File: src/logic/memSysPkg.sv
`default_nettype none

package memSysPkg;

  // Default cache geometry, overridden through memSystem parameters
  localparam int LINES       = 64;
  localparam int BLOCK_WORDS = 4;

  // Address split widths for the default geometry
  localparam int BYTE_BITS  = 2;
  localparam int WORD_BITS  = $clog2(BLOCK_WORDS);
  localparam int INDEX_BITS = $clog2(LINES);
  localparam int TAG_BITS   = 32 - INDEX_BITS - WORD_BITS - BYTE_BITS;

  // Cache enable bits in the control register
  localparam int CTRL_I_BIT = 12;
  localparam int CTRL_D_BIT = 2;

  // Register 0 identification word
  localparam logic [31:0] CP_ID_VALUE = 32'h0C0A_0001;

  typedef logic [31:0] addr_t;

  // Byte address as seen by a direct-mapped cache
  typedef struct packed {
    logic [TAG_BITS-1:0]   tag;
    logic [INDEX_BITS-1:0] index;
    logic [WORD_BITS-1:0]  word;
    logic [BYTE_BITS-1:0]  byteOff;
  } addrFields_t;

  // Core load or store
  typedef struct packed {
    logic        read;
    logic        write;
    addr_t       adr;
    logic [31:0] wdata;
    logic [3:0]  byteMask;
  } dataReq_t;

  // Core instruction fetch
  typedef struct packed {
    logic  fetch;
    addr_t pc;
  } fetchReq_t;

  // System-control coprocessor access, MCR or MRC style
  typedef struct packed {
    logic        write;
    logic        read;
    logic [3:0]  regNum;
    logic [3:0]  crm;
    logic [2:0]  op2;
    logic [31:0] wdata;
  } cpReq_t;

endpackage

`default_nettype wire

File: src/logic/cacheControl.sv
`timescale 1ns/1ps
`default_nettype none

module cacheControl (
  input  wire                clk,
  input  wire                rst,
  input  wire memSysPkg::cpReq_t cp,
  output logic [31:0]        cpRdata,
  output logic               enI,
  output logic               enD,
  output logic               invI,
  output logic               invD
);

  // Control register, register 1
  logic [31:0] ctrlReg;
  // Register 7 cache operation with op2 of zero
  logic        cacheOp;

  assign cacheOp = cp.write && (cp.regNum == 4'd7) && (cp.op2 == 3'd0);

  always_ff @(posedge clk) begin
    if (rst) begin
      ctrlReg <= '0;
      invI    <= 1'b0;
      invD    <= 1'b0;
    end else begin
      // Only register 1 is writable
      if (cp.write && (cp.regNum == 4'd1)) begin
        ctrlReg <= cp.wdata;
      end
      // crm 5 instr, crm 6 data, crm 7 both
      invI <= cacheOp && ((cp.crm == 4'd5) || (cp.crm == 4'd7));
      invD <= cacheOp && ((cp.crm == 4'd6) || (cp.crm == 4'd7));
    end
  end

  // Enables straight from control bits
  assign enI = ctrlReg[memSysPkg::CTRL_I_BIT];
  assign enD = ctrlReg[memSysPkg::CTRL_D_BIT];

  // Readback from registered state only
  always_comb begin
    cpRdata = '0;
    if (cp.read) begin
      case (cp.regNum)
        4'd0:    cpRdata = memSysPkg::CP_ID_VALUE;
        4'd1:    cpRdata = ctrlReg;
        default: cpRdata = '0;
      endcase
    end
  end

endmodule

`default_nettype wire

File: config.mk
export PLATFORM = sky130hd
export DESIGN_NAME = cacheControl
export DESIGN_NICKNAME = d
export VERILOG_FILES = /design/src/logic/memSysPkg.sv /design/src/logic/cacheControl.sv
export SDC_FILE = /design/constraint.sdc
export NUM_CORES = 1
export LEC_CHECK = 0
export ABC_AREA = 1
export BUFFER_PORTS_ARGS = -buffer_cell sky130_fd_sc_hd__buf_2
export CORE_MARGIN = 2
export CORE_UTILIZATION = 52
export DETAILED_ROUTE_END_ITERATION = 10
export HOLD_SLACK_MARGIN = 0.08
export PLACE_DENSITY = 0.83
export SLEW_MARGIN = 25
export SYNTH_ARGS = -nofsm -noshare
export SYNTH_HDL_FRONTEND = slang
export SYNTH_SLANG_ARGS = --single-unit
File: constraint.sdc
create_clock -name clk -period 1.45 [get_ports clk]
set_clock_uncertainty 0.1 [all_clocks]
set_input_delay 0.145 -clock clk [delete_from_list [all_inputs] [get_ports clk]]
set_output_delay 0.145 -clock clk [all_outputs]
set_load 0.05 [all_outputs]
==> parameters.txt <==
Parameter                              Value

Status
  Result of the run ... complete, no violations

STA
  Highest clock frequency the design can meet ... 0.724 GHz
  Ratio of final minimum period to clock period ... 95.2%
  Final-report setup violation count ... 0
  Setup repair after global routing missed its margin ... false
  Count of final max-slew check failures ... 0
  Worst Tran Pin Value ... 347 ps
  Final hold violations ... 0
  Minimum setup slack in the final design ... 69.5 ps
  Max_slew headroom ... 76.9%
  Time the worst path needs with I/O delays and setup ... 1380 ps
  Final sum of negative setup slack ... 0 ps

Synth
  Synth Register Bits ... 34
  Syn Inst Count ... 339
  Count of cell types in the netlist ... 17
  Most common cell in the synthesized netlist ... sky130_fd_sc_hd__inv_1
  Nets in the synthesized netlist ... ~390
  Top cells by area, synth ... sky130_fd_sc_hd__dfxtp_1 34%, sky130_fd_sc_hd__inv_1 18%, sky130_fd_sc_hd__nand2_1 13%
  Count of flip-flops with a built-in enable after synthesis ... 0
  Sequential fraction of the synthesis area ... around a third
  Area fraction of the dominant cell type after synthesis ... 33.8%
  Cell accounting for the most synthesized area ... sky130_fd_sc_hd__dfxtp_1
  YS warnings ... 0
  Proportion of register bits with asynchronous set or reset after synthesis ... 0%
  Post-synthesis cell area ... slightly above 2000 um^2
  Most numerous cell types in the synthesized netlist ... 98 x sky130_fd_sc_hd__inv_1, 69 x sky130_fd_sc_hd__nand2_1, 41 x sky130_fd_sc_hd__nor2_1
  Post-synthesis area per instance ... 5.93 um^2
  Most used flip-flop cell after synthesis ... sky130_fd_sc_hd__dfxtp_1

Finish
  Share of layout cells above drive strength 1 ... around 33%
  Post-Layout Inst Area ... between 2000 and 3000 um^2
  Area growth from synthesis to layout ... 45.1%
  Final Net Count ... approximately 480
  Fillers ... 301
  Diode insertion count for antenna repair ... 0

Die
  Number of placement rows ... 22
  Initial core utilization ... 54.5%
  Horizontal die dimension ... 66.2 um
  Core area ... ~3700 um^2
  Top-Level Pins ... 83
  Die area ... 4380 um^2
  Floorplan die height ... 66.2 um

Route
  Number of search-and-repair iterations in the first detailed-routing pass ... 5
  Post-detailed-route wirelength per cell ... about 11 um
  Average vias per placed instance ... roughly 4.7
  Routed vias ... around 2.3k
  Total Routed Length ... approximately 5300 um
  Initial DRC count ... between 150 and 200
  Antenna-violating nets left ... 0
  Number of design rule violations left after detail routing ... 0

Power and ir drop
  Clock power share ... a little over a third
  Power Dens Cells ... roughly 700 nW/um^2
  Switching power share of the total ... around 28%
  Total net switching power ... 576 uW
  Relative contribution of sequential cells to total power ... ~47%
  Combinational fraction of design power ... a little under a fifth
  Peak supply drop ... just under 0.5 mV
  Leak Pwr ... approximately 0.0017 uW
  Internal Power ... ~1500 uW

Placed design
  Instance area at placement ... around 2700 um^2
  Final weighted congestion in routability-driven placement ... between 0.8 and 0.9
  Worst-case setup slack after placement ... about 93 ps
  HPWL after detailed placement ... between 3000 and 4000 um
  Quantity of I/O buffers inserted on ports ... 82

Worst setup path
  Crit path buf inv count ... 1
  Critical path launch point ... ctrlReg[19]
  Slowest cell on the critical path ... sky130_fd_sc_hd__dfxtp_1
  WP data arrival ... between 1000 and 1500 ps
  Maximum fanout encountered on the critical timing path ... 2
  Dominant delay contributor by cell family on the critical path ... flip-flops
  Cell-by-cell trace of the critical path ... o211ai_1, nor2_2, buf_2
  Start-to-end type of the worst setup path ... flop to output port
  Type of origin of the critical path ... flop
  Worst reg2reg startpoint ... ctrlReg[30]
  Critical path's largest stage delay ... around 330 ps
  Worst path required time ... about 1200 ps
  Crit end category ... output port

Flow run
  Max-cap violations ... 0

Clocking
  Buffers inserted by post-CTS timing repair ... 0
  Sink count of the clock tree ... 34
  Clock transition time at the flip-flop clock pins of the worst setup and hold paths ... approximately 70 ps
  Clock latency on the worst-skew pair ... 290 ps
  Buffer cell driving the clock tree root ... sky130_fd_sc_hd__clkbuf_8
  TritonCTS Buffers ... 5
  H-tree depth ... 2
  TritonCTS clock tree ... yes
  Max clock buf depth ... 2

Hold path
  Worst Hold Class ... input pin to flop
  Startpoint of the lowest-slack hold path ... cp[8]

Global route
  Antenna violations before repair ... 0
  All-Layer GR Usage ... between 20% and 30%
  GRT overflow ... 0
  First-pass GRT wire length ... between 8000 and 9000 um
  Pin count of the biggest net entering global routing ... 33
  Vias in the first global route ... just over 2k
==> timing repair <==
| item | 4_1_cts | 5_1_grt |
|---|---|---|
| resized for setup | 0 | 1 |
| endpoints found under the setup margin | 0 | 1 |
| hold buffers | 8 | 0 |
| endpoints found under the hold margin | 4 | 0 |
==> worst register-to-register path: stages, from the launching register on <==
cell                      delay, ps
sky130_fd_sc_hd__dfxtp_1        300
sky130_fd_sc_hd__inv_1          100
sky130_fd_sc_hd__nand2_1         70
sky130_fd_sc_hd__inv_1           60
sky130_fd_sc_hd__nor2_1          40
==> placed cells by master, fill, tap and decap left out, drive strengths merged <==
cell         netlist  routed
buf               16      97
clkbuf             6       8
clkinv             0       1
dfxtp             34      34
dlygate4sd3        0       8
inv              103     103
nand2             70      70
nand3              1       1
nand3b             1       1
nand4             32      32
nor2              43      43
nor3              28      28
o211ai             5       5
==> cell type report <==
class,instances,area [um^2],area share (%)
sequential,34,681,23.3
clock inverter,1,5.00,0.171
clock buffer,7,86.3,2.96
timing repair buffer,106,651,22.3
tap,48,60.1,2.06
multi-input combinational,180,1050,36.0
inverter,103,387,13.2
==> metrics by stage <==
stage                     cells  util [%]  power [uW]  hold slack [ps]
after floorplan             339         -        1200              171
after global placement      463      74.5        1330              280
after detailed placement    463      74.5        1330              282
after CTS                   479      79.1        2060             81.9
after global routing        479      79.2        2140             98.7
final                       479      79.2        2060             77.2
==> power by group through the flow <==
| stage | Combinational (uW) | Sequential, uW | Clock, uW |
|---|---|---|---|
| after floorplan | 216 | 983 | 0 |
| after global placement | 347 | 979 | 0 |
| after detailed placement | 353 | 980 | 0 |
| after CTS | 371 | 959 | 726 |
| after global routing | 412 | 960 | 771 |
| final | 372 | 959 | 725 |
==> cells by family after synthesis <==
group | synth area share [%]
buffers and inverters | 24.4
DFF | 33.8
and+or+nand+nor | 39.9
AOI/OAI and AO/OA | 1.87
==> state kept, by name, summed over array words and instances (netlist names) <==
signal   count
invD         1
ctrlReg     32
invI         1
==> metal layers <==
| layer | vias to the layer above | track usage (%) | share of wire (%) |
|---|---|---|---|
| li1 | 1184 | - | - |
| met3 | 10 | 4.60 | 5.5 |
| met4 | 0 | 7.65 | 1.6 |
| met1 | 994 | 31.3 | 44 |
| met2 | 71 | 47.3 | 49 |
| met5 | - | 0 | 0 |
==> worst paths after layout <==
kind | end | slack [ps] | cells after the start
setup reg to reg | ctrlReg[30] | 680 | 4
hold / removal | ctrlReg[8] | 80 | 5
setup / recovery | cpRdata[19] | 70 | 3
hold reg to reg | ctrlReg[0] | 420 | 4
No activity file was read; power rests on OpenSTA's default activity.
