<file path="src/logic/busPkg.sv">
`default_nettype none

package busPkg;

  // Master side of one word transfer
  // Held stable by the master until ready
  typedef struct packed {
    logic        request;
    logic        write;
    logic [31:0] addr;
    logic [31:0] wdata;
    logic [3:0]  byteMask;
  } busReq_t;

  // Slave side, ready high one cycle per word
  typedef struct packed {
    logic [31:0] rdata;
    logic        ready;
  } busRsp_t;

endpackage

`default_nettype wire

</file>
<file path="src/logic/busArbiter.sv">
`timescale 1ns/1ps
`default_nettype none

module busArbiter (
  input  wire                  clk,
  input  wire                  rst,
  input  wire busPkg::busReq_t iReq,
  input  wire busPkg::busReq_t dReq,
  output busPkg::busReq_t      mem,
  input  wire busPkg::busRsp_t memRsp,
  output busPkg::busRsp_t      iRsp,
  output busPkg::busRsp_t      dRsp
);

  // Last cycle's owner, high for the data side
  logic ownerD;
  // Owner still has a transfer open
  logic ownerBusy;
  // Grant for this cycle
  logic grantD;

  assign ownerBusy = ownerD ? dReq.request : iReq.request;

  // Owner keeps the bus, else data first
  assign grantD = ownerBusy ? ownerD : dReq.request;

  always_ff @(posedge clk) begin
    if (rst) begin
      ownerD <= 1'b0;
    end else begin
      ownerD <= grantD;
    end
  end

  assign mem = grantD ? dReq : iReq;

  // Loser never sees ready
  always_comb begin
    iRsp       = memRsp;
    dRsp       = memRsp;
    iRsp.ready = memRsp.ready && !grantD;
    dRsp.ready = memRsp.ready && grantD;
  end

endmodule

`default_nettype wire

</file>
<file path="config.mk">
export PLATFORM = sky130hd
export DESIGN_NAME = busArbiter
export DESIGN_NICKNAME = d
export VERILOG_FILES = /design/src/logic/busPkg.sv /design/src/logic/busArbiter.sv
export SDC_FILE = /design/constraint.sdc
export NUM_CORES = 1
export LEC_CHECK = 0
export ABC_AREA = 1
export ABC_CLOCK_PERIOD_IN_PS = 2600
export CORE_AREA = 2 2 121 123
export CTS_CLUSTER_SIZE = 12
export DETAILED_ROUTE_END_ITERATION = 7
export DIE_AREA = 0 0 123 125
export DONT_BUFFER_PORTS = 1
export GPL_ROUTABILITY_DRIVEN = 0
export PLACE_DENSITY_LB_ADDON = 0.12
export SYNTH_ARGS = -nofsm -noshare
export SYNTH_HDL_FRONTEND = slang
export SYNTH_SLANG_ARGS = --single-unit
</file>
<file path="constraint.sdc">
create_clock -name clk -period 2.6 [get_ports clk]
set_input_delay 0.39 -clock clk [delete_from_list [all_inputs] [get_ports clk]]
set_output_delay 0.39 -clock clk [all_outputs]
set_load 0.02 [all_outputs]
</file>
==> results of run 1 <==
==> worst max-delay path by stage <==
stage / from / to / slack (ns) / depth (start not counted)
after floorplan: dReq[69] / iRsp[0] / 1.13 / 3
after global placement: iReq[69] / mem[36] / 0.75 / 4
after detailed placement: iReq[69] / mem[36] / 0.66 / 4
after CTS: iReq[69] / mem[36] / 0.66 / 4
after global routing: iReq[69] / mem[36] / 0.57 / 4
final: iReq[69] / mem[36] / 0.71 / 4
==> logic make-up (layout without fill, tap and decap cells) <==
logic type             Yosys count  after routing  share of synthesized area, %
buffers and inverters           88              5                          40.1
flip-flops                       1              1                          1.30
AND/OR/NAND/NOR                212            212                          58.3
AO/OA/AOI/OAI                    1              1                         0.326
==> metrics by stage <==
| stage | utilization (%) | setup WS (ns) | hold WS [ns] | power (mW) | instance area [µm²] |
|---|---|---|---|---|---|
| CTS | 8.31 | 0.663 | 0.465 | 0.311 | 1180 |
| global route | 8.31 | 0.569 | 0.473 | 0.335 | 1180 |
| detailed placement | 8.31 | 0.663 | 0.464 | 0.311 | 1180 |
| floorplan | - | 1.13 | 0.462 | 0.447 | 1540 |
| finish | 8.31 | 0.710 | 0.464 | 0.307 | 1180 |
| global placement | 8.31 | 0.748 | 0.466 | 0.310 | 1180 |
==> per-layer routing <==
layer	GRT usage, %	part of all wire [%]	vias up
met5	0	0	-
met4	0.936	1.1	0
met3	0.365	9.8	11
met2	10.9	56	123
met1	5.07	33	649
li1	-	-	722
==> power by group <==
part	internal [mW]	switching [mW]	total, mW	leakage, nW
registers	0.0164	0.000209	0.0166	0.00824
logic	0.0563	0.234	0.290	0.634
clock network	0	0	0	0
==> cells in the mapped netlist, drive strengths merged <==
library cell,instances
a21oi,1
buf,86
dfxtp,1
inv,2
nand2,140
nand3,69
nor2,2
or2,1
==> critical path: stages <==
cell and delay, ns:
sky130_fd_sc_hd__nand2_2 0.07, sky130_fd_sc_hd__buf_4 0.57, sky130_fd_sc_hd__nand3_1 0.20, sky130_fd_sc_hd__nand2_1 0.24
==> layout make-up <==
| type | instances | area (µm²) | share of cell area [%] |
|---|---|---|---|
| inverter | 2 | 7.51 | 0.636 |
| multi-input combinational | 213 | 900 | 76.2 |
| sequential | 1 | 20.0 | 1.70 |
| tap | 184 | 230 | 19.5 |
| timing repair buffer | 3 | 22.5 | 1.91 |
==> impl_summary.txt, run 1 <==
----------------------------------------------------
[Worst hold path]
  Worst Hold Launch ... rst
  Cell depth of the worst hold path ... 1
  Endpoint with the worst hold slack ... ownerD
  Hold crit path type ... in -> reg

[Clocking]
  Clock-pin transition on the worst setup and hold timing paths ... 0 ns
  Post-CTS sizing ... 0
  # Post-CTS Setup Buffers ... 0
  Hold_buf cts ... 0
  Clk Latency, worst-skew pair ... 0 ns

[Critical path]
  Critical Path Source Type ... input pin
  Worst reg2reg path endpoint ... ownerD
  Critical path capture point type ... primary output
  Path depth of the worst reg2reg path ... 4
  Register-to-register path setup slack ... 1.46 ns
  Worst reg2reg path startpoint ... ownerD
  Critical path type ... in -> out
  Signal arrival time at the worst endpoint ... 1.50 ns
  Worst EP required ... 2.21 ns
  Maximum fanout along the worst path ... 70

[Finish]
  Nets ... 396
  Antenna diode count ... 0
  Top library cells by usage in the layout, fill and taps aside ... sky130_fd_sc_hd__nand2_1, sky130_fd_sc_hd__nand3_1, sky130_fd_sc_hd__buf_4
  Area growth, synth to finish ... -23.1%
  Final Non-Filler Cells ... 403
  Max FFs per register ... 1
  Filler cell count ... 1688
  Top Registers ... ownerD (1)
  Ratio of cells with drive above 1 in the final layout ... 2.74%
  Register ranked first by flip-flop count ... ownerD
  Most frequent standard cell in the layout excluding fill and tap cells ... sky130_fd_sc_hd__nand2_1

[GRT]
  Via count of the first global-routing pass ... 1330
  Overflow left after global routing ... 0
  Maximum number of pins on one net before global-route repair ... 73
  All-Layer GR Usage ... 5.07%
  Initial antenna violation count ... 0
  Wire length of the first global-routing pass ... 6.50 mm

[Timing]
  RSZ-0062 raised after global routing ... false
  Number of hold violations in the final report ... 0
  Post-route fraction of the period consumed by the critical path ... 72.7%
  Worst max-slew margin expressed relative to the limit ... 52.3%
  Max frequency ... 0.529 GHz
  Min Tclk post-route ... 1.89 ns
  Transition time at the pin with the least slew margin ... 0.716 ns
  Final count of negative-setup-slack endpoints ... 0
  Max-slew violation total from the final report ... 0
  TNS Setup ... 0 ns
  Post-route clock skew ... 0 ns

[Yosys]
  Average instance area after synthesis ... 5.08 µm²
  Cell count after synthesis ... 302
  Number of distinct library cell variants in the gate-level netlist after synthesis ... 11
  Area share of the largest cell type after synthesis ... 34.7%
  Main area contributors after synthesis ... sky130_fd_sc_hd__buf_4, sky130_fd_sc_hd__nand2_1, sky130_fd_sc_hd__nand3_1
  Flip-flop and latch count after synthesis ... 1
  Post-Synthesis Cell Area ... 1540 µm²
  Largest area contributor in the synthesized netlist ... sky130_fd_sc_hd__buf_4
  Post-synthesis sequential area ratio ... 1.30%
  Post-Synthesis Net Count ... 477
  Yosys warning count ... 0

[Run]
  Number of max-capacitance violations reported ... 0

[Routing]
  Detailed-routing iteration count for the pre-antenna-repair pass ... 4
  Routed len/inst ... 12.0 µm
  Count of antenna-violating nets left after detailed routing ... 0
  Detailed Route WL ... 4.85 mm
  Residual DRC count ... 0
  Via count of the routed design ... 1505
  Vias per cell ... 3.73
  Number of DRC violations after detailed-routing iteration 0 ... 58

[Place]
  Port Buffer Count ... 0
  Sum of net half-perimeters after detailed placement ... 3.69 mm
  Inst Count DP ... 403

[Floorplan]
  DIE AREA ... 15400 µm²
  Die outline height ... 125 µm
  Core ar. ... 14200 µm²
  Width of the die ... 123 µm
  Initial core utilization ... 10.8%
  I/O pin count ... 311
  Number of rows created at floorplan ... 44

[Power and ir drop]
  Max VDD drop ... 0.0935 mV
  Static Leak ... 0.642 nW
  Total power density per cell area ... 260 nW/µm²

[Run status]
  Result of the run ... complete, no violations

----------------------------------------------------
Note: power is estimated with default switching activity, not from simulation.
==> inputs of run 2 (changes only) <==
--- a/config.mk
+++ b/config.mk
@@ -5,12 +5,12 @@
 export SDC_FILE = /design/constraint.sdc
 export NUM_CORES = 1
 export LEC_CHECK = 0
-export ABC_AREA = 1
-export ABC_CLOCK_PERIOD_IN_PS = 2600
-export CORE_AREA = 2 2 121 123
+export ABC_AREA = 0
+export ABC_CLOCK_PERIOD_IN_PS = 1800
+export CORE_AREA = 2 2 119 121
 export CTS_CLUSTER_SIZE = 12
 export DETAILED_ROUTE_END_ITERATION = 7
-export DIE_AREA = 0 0 123 125
+export DIE_AREA = 0 0 121 123
 export DONT_BUFFER_PORTS = 1
 export GPL_ROUTABILITY_DRIVEN = 0
 export PLACE_DENSITY_LB_ADDON = 0.12
==> constraint.sdc (replaced) <==
create_clock -name clk -period 1.8 [get_ports clk]
set_input_delay 0.27 -clock clk [delete_from_list [all_inputs] [get_ports clk]]
set_output_delay 0.27 -clock clk [all_outputs]
set_load 0.02 [all_outputs]
==> run 2 against run 1 <==
  * Critical path depth did not move
  * Clock skew did not move
  * Final cell count down 36%
  * Die area fell by 3.2%
  * Core utilization shrank 0.33 points
  * Global-route usage down 1.5 points
  * Critical path type unchanged
  * Largest cell class unchanged
  * Highest routed layer unchanged
==> impl_summary.txt, run 2 <==
----------------------------------------------------
[Yosys]
  Top_reg_cell synth ... sky130_fd_sc_hd__dfxtp_1
  Async set-or-reset flop fraction in the synthesized netlist ... 0%
  Cell count after synthesis ... 148
  Most used standard cell by instance count after synthesis ... sky130_fd_sc_hd__buf_4
  Number of distinct library cell variants in the gate-level netlist after synthesis ... 10
  Main area contributors after synthesis ... sky130_fd_sc_hd__mux2_2, sky130_fd_sc_hd__buf_4, sky130_fd_sc_hd__mux2_1
  Post-synthesis sequential area ratio ... 1.44%
  Largest area contributor in the synthesized netlist ... sky130_fd_sc_hd__mux2_2
  Most used standard cells in the synthesized netlist ... sky130_fd_sc_hd__buf_4, sky130_fd_sc_hd__mux2_2, sky130_fd_sc_hd__mux2_1
  Post-Synthesis Cell Area ... 1390 µm²
  Yosys warning count ... 0
  Post-Synthesis Net Count ... 323
  Average instance area after synthesis ... 9.41 µm²
  Area share of the largest cell type after synthesis ... 50.9%
  Flip-flop and latch count after synthesis ... 1
  Number of enable-type register cells in the synthesized netlist ... 0

[Clocking]
  # Post-CTS Setup Buffers ... 0
  Clk Latency, worst-skew pair ... 0 ns
  Clock-pin transition on the worst setup and hold timing paths ... 0 ns
  Hold_buf cts ... 0
  Post-CTS sizing ... 0

[Timing]
  Worst max-slew margin expressed relative to the limit ... 74.4%
  RSZ-0062 raised after global routing ... false
  TNS Setup ... 0 ns
  Max frequency ... 0.624 GHz
  Transition time at the pin with the least slew margin ... 0.382 ns
  Post-route fraction of the period consumed by the critical path ... 89.0%
  Max-slew violation total from the final report ... 0
  Post-route clock skew ... 0 ns
  Post-Route Hold Slack ... 0.345 ns
  Number of hold violations in the final report ... 0
  Min Tclk post-route ... 1.60 ns
  Final count of negative-setup-slack endpoints ... 0

[Floorplan]
  Initial core utilization ... 10.2%
  I/O pin count ... 311
  Number of rows created at floorplan ... 43
  Core ar. ... 13600 µm²
  Width of the die ... 121 µm
  DIE AREA ... 14900 µm²
  Die outline height ... 123 µm

[Power and ir drop]
  Power share of the sequential group ... 5.8%
  Static Leak ... 0.323 nW
  Max VDD drop ... 0.105 mV
  Pint ... 160 µW
  Clock network power share ... 0%
  Part of the total power dissipated in combinational logic ... 94.2%
  Total power density per cell area ... 391 nW/µm²
  Switching part of the total ... 62.2%
  NetSw ... 264 µW

[Routing]
  Residual DRC count ... 0
  Detailed Route WL ... 3.69 mm
  Number of DRC violations after detailed-routing iteration 0 ... 2
  Routed len/inst ... 14.3 µm
  Detailed-routing iteration count for the pre-antenna-repair pass ... 2
  Via count of the routed design ... 767
  Count of antenna-violating nets left after detailed routing ... 0
  Vias per cell ... 2.97

[Place]
  Port Buffer Count ... 0
  Sum of net half-perimeters after detailed placement ... 3.30 mm

[Critical path]
  Signal arrival time at the worst endpoint ... 1.33 ns
  Buf/Inv on CP ... 2
  Critical Path Source Type ... input pin
  Register-to-register path setup slack ... 0.82 ns
  CP max-delay cell ... sky130_fd_sc_hd__mux2_2
  Critical path type ... in -> out
  Cell type group with the largest total delay on the critical path ... multiplexers
  Worst reg2reg path endpoint ... ownerD
  Worst reg2reg path startpoint ... ownerD
  Maximum fanout along the worst path ... 72
  Path depth of the worst reg2reg path ... 3
  Cells traversed along the worst timing path ... inv_1 -> o21ai_4 -> buf_12 -> mux2_2
  Critical path capture point type ... primary output
  Worst EP required ... 1.53 ns
  Slowest stage delay, CP ... 0.47 ns

[Finish]
  Top Registers ... ownerD (1)
  Nets ... 255
  Ratio of cells with drive above 1 in the final layout ... 84.6%
  Area growth, synth to finish ... -22.0%
  Top library cells by usage in the layout, fill and taps aside ... sky130_fd_sc_hd__mux2_2, sky130_fd_sc_hd__mux2_1, sky130_fd_sc_hd__inv_1, sky130_fd_sc_hd__nor2_1
  Filler cell count ... 1575
  Most frequent standard cell in the layout excluding fill and tap cells ... sky130_fd_sc_hd__mux2_2
  Max FFs per register ... 1
  Register ranked first by flip-flop count ... ownerD
  Antenna diode count ... 0

[GRT]
  Overflow left after global routing ... 0
  Maximum number of pins on one net before global-route repair ... 73
  Initial antenna violation count ... 0
  Via count of the first global-routing pass ... 754
  All-Layer GR Usage ... 3.52%
  Wire length of the first global-routing pass ... 4.08 mm

[Worst hold path]
  Worst Hold Launch ... rst
  Cell depth of the worst hold path ... 1
  Hold crit path type ... in -> reg
  Endpoint with the worst hold slack ... ownerD

[Run]
  Number of max-capacitance violations reported ... 0

[Run status]
  Result of the run ... complete, no violations

----------------------------------------------------
-- run 2: metrics by stage --
| stage | setup WS (ns) | cells | cell area [µm²] | power [mW] | utilization [%] |
|---|---|---|---|---|---|
| floorplan | 0.314 | 148 | 1390 | 0.616 | - |
| global placement | 0.241 | 258 | 1090 | 0.437 | 7.98 |
| detailed placement | 0.209 | 258 | 1090 | 0.427 | 7.98 |
| CTS | 0.208 | 258 | 1090 | 0.430 | 7.98 |
| global route | 0.145 | 258 | 1090 | 0.441 | 7.98 |
| finish | 0.197 | 258 | 1090 | 0.425 | 7.98 |
-- run 2: cell type report --
| type | count | area, µm² | area share, % |
|---|---|---|---|
| repair buffers | 1 | 20.0 | 1.84 |
| multi-input cells | 74 | 813 | 74.9 |
| flip-flops and latches | 1 | 20.0 | 1.84 |
| well taps | 180 | 225 | 20.7 |
| inverters | 2 | 7.51 | 0.691 |
-- run 2: cells by family after synthesis --
logic type / after synthesis / share of synthesized area (%)
AOI/OAI and AO/OA: 1 / 1.17
buffers and inverters: 73 / 40.2
DFF: 1 / 1.44
muxes: 69 / 55.8
and+or+nand+nor: 4 / 1.44
-- run 2: worst max path at each step --
stage | start | to | slack (ns) | cells after the start
2_1_floorplan | iReq[69] | mem[32] | 0.31 | 4
3_3_place_gp | iReq[69] | mem[59] | 0.24 | 4
3_5_place_dp | iReq[69] | mem[59] | 0.21 | 4
4_1_cts | iReq[69] | mem[59] | 0.21 | 4
5_1_grt | iReq[69] | mem[59] | 0.14 | 4
6_report | iReq[69] | mem[59] | 0.20 | 4
-- run 2: power by group through the flow --
stage / combinational (mW) / sequential, mW / clock [mW]
final: 0.400 / 0.0246 / 0
after floorplan: 0.591 / 0.0245 / 0
after global routing: 0.416 / 0.0248 / 0
after global placement: 0.412 / 0.0245 / 0
after detailed placement: 0.403 / 0.0246 / 0
after CTS: 0.405 / 0.0246 / 0
-- run 2: metal layers --
metal / wire, µm / part of all wire, % / global-route usage (%) / vias to the layer above
li1: - / - / - / 304
met1: 810 / 22 / 2.28 / 323
met2: 2270 / 61 / 8.60 / 121
met3: 470 / 13 / 0.507 / 19
met4: 138 / 3.7 / 1.74 / 0
met5: 0 / 0 / 0 / -
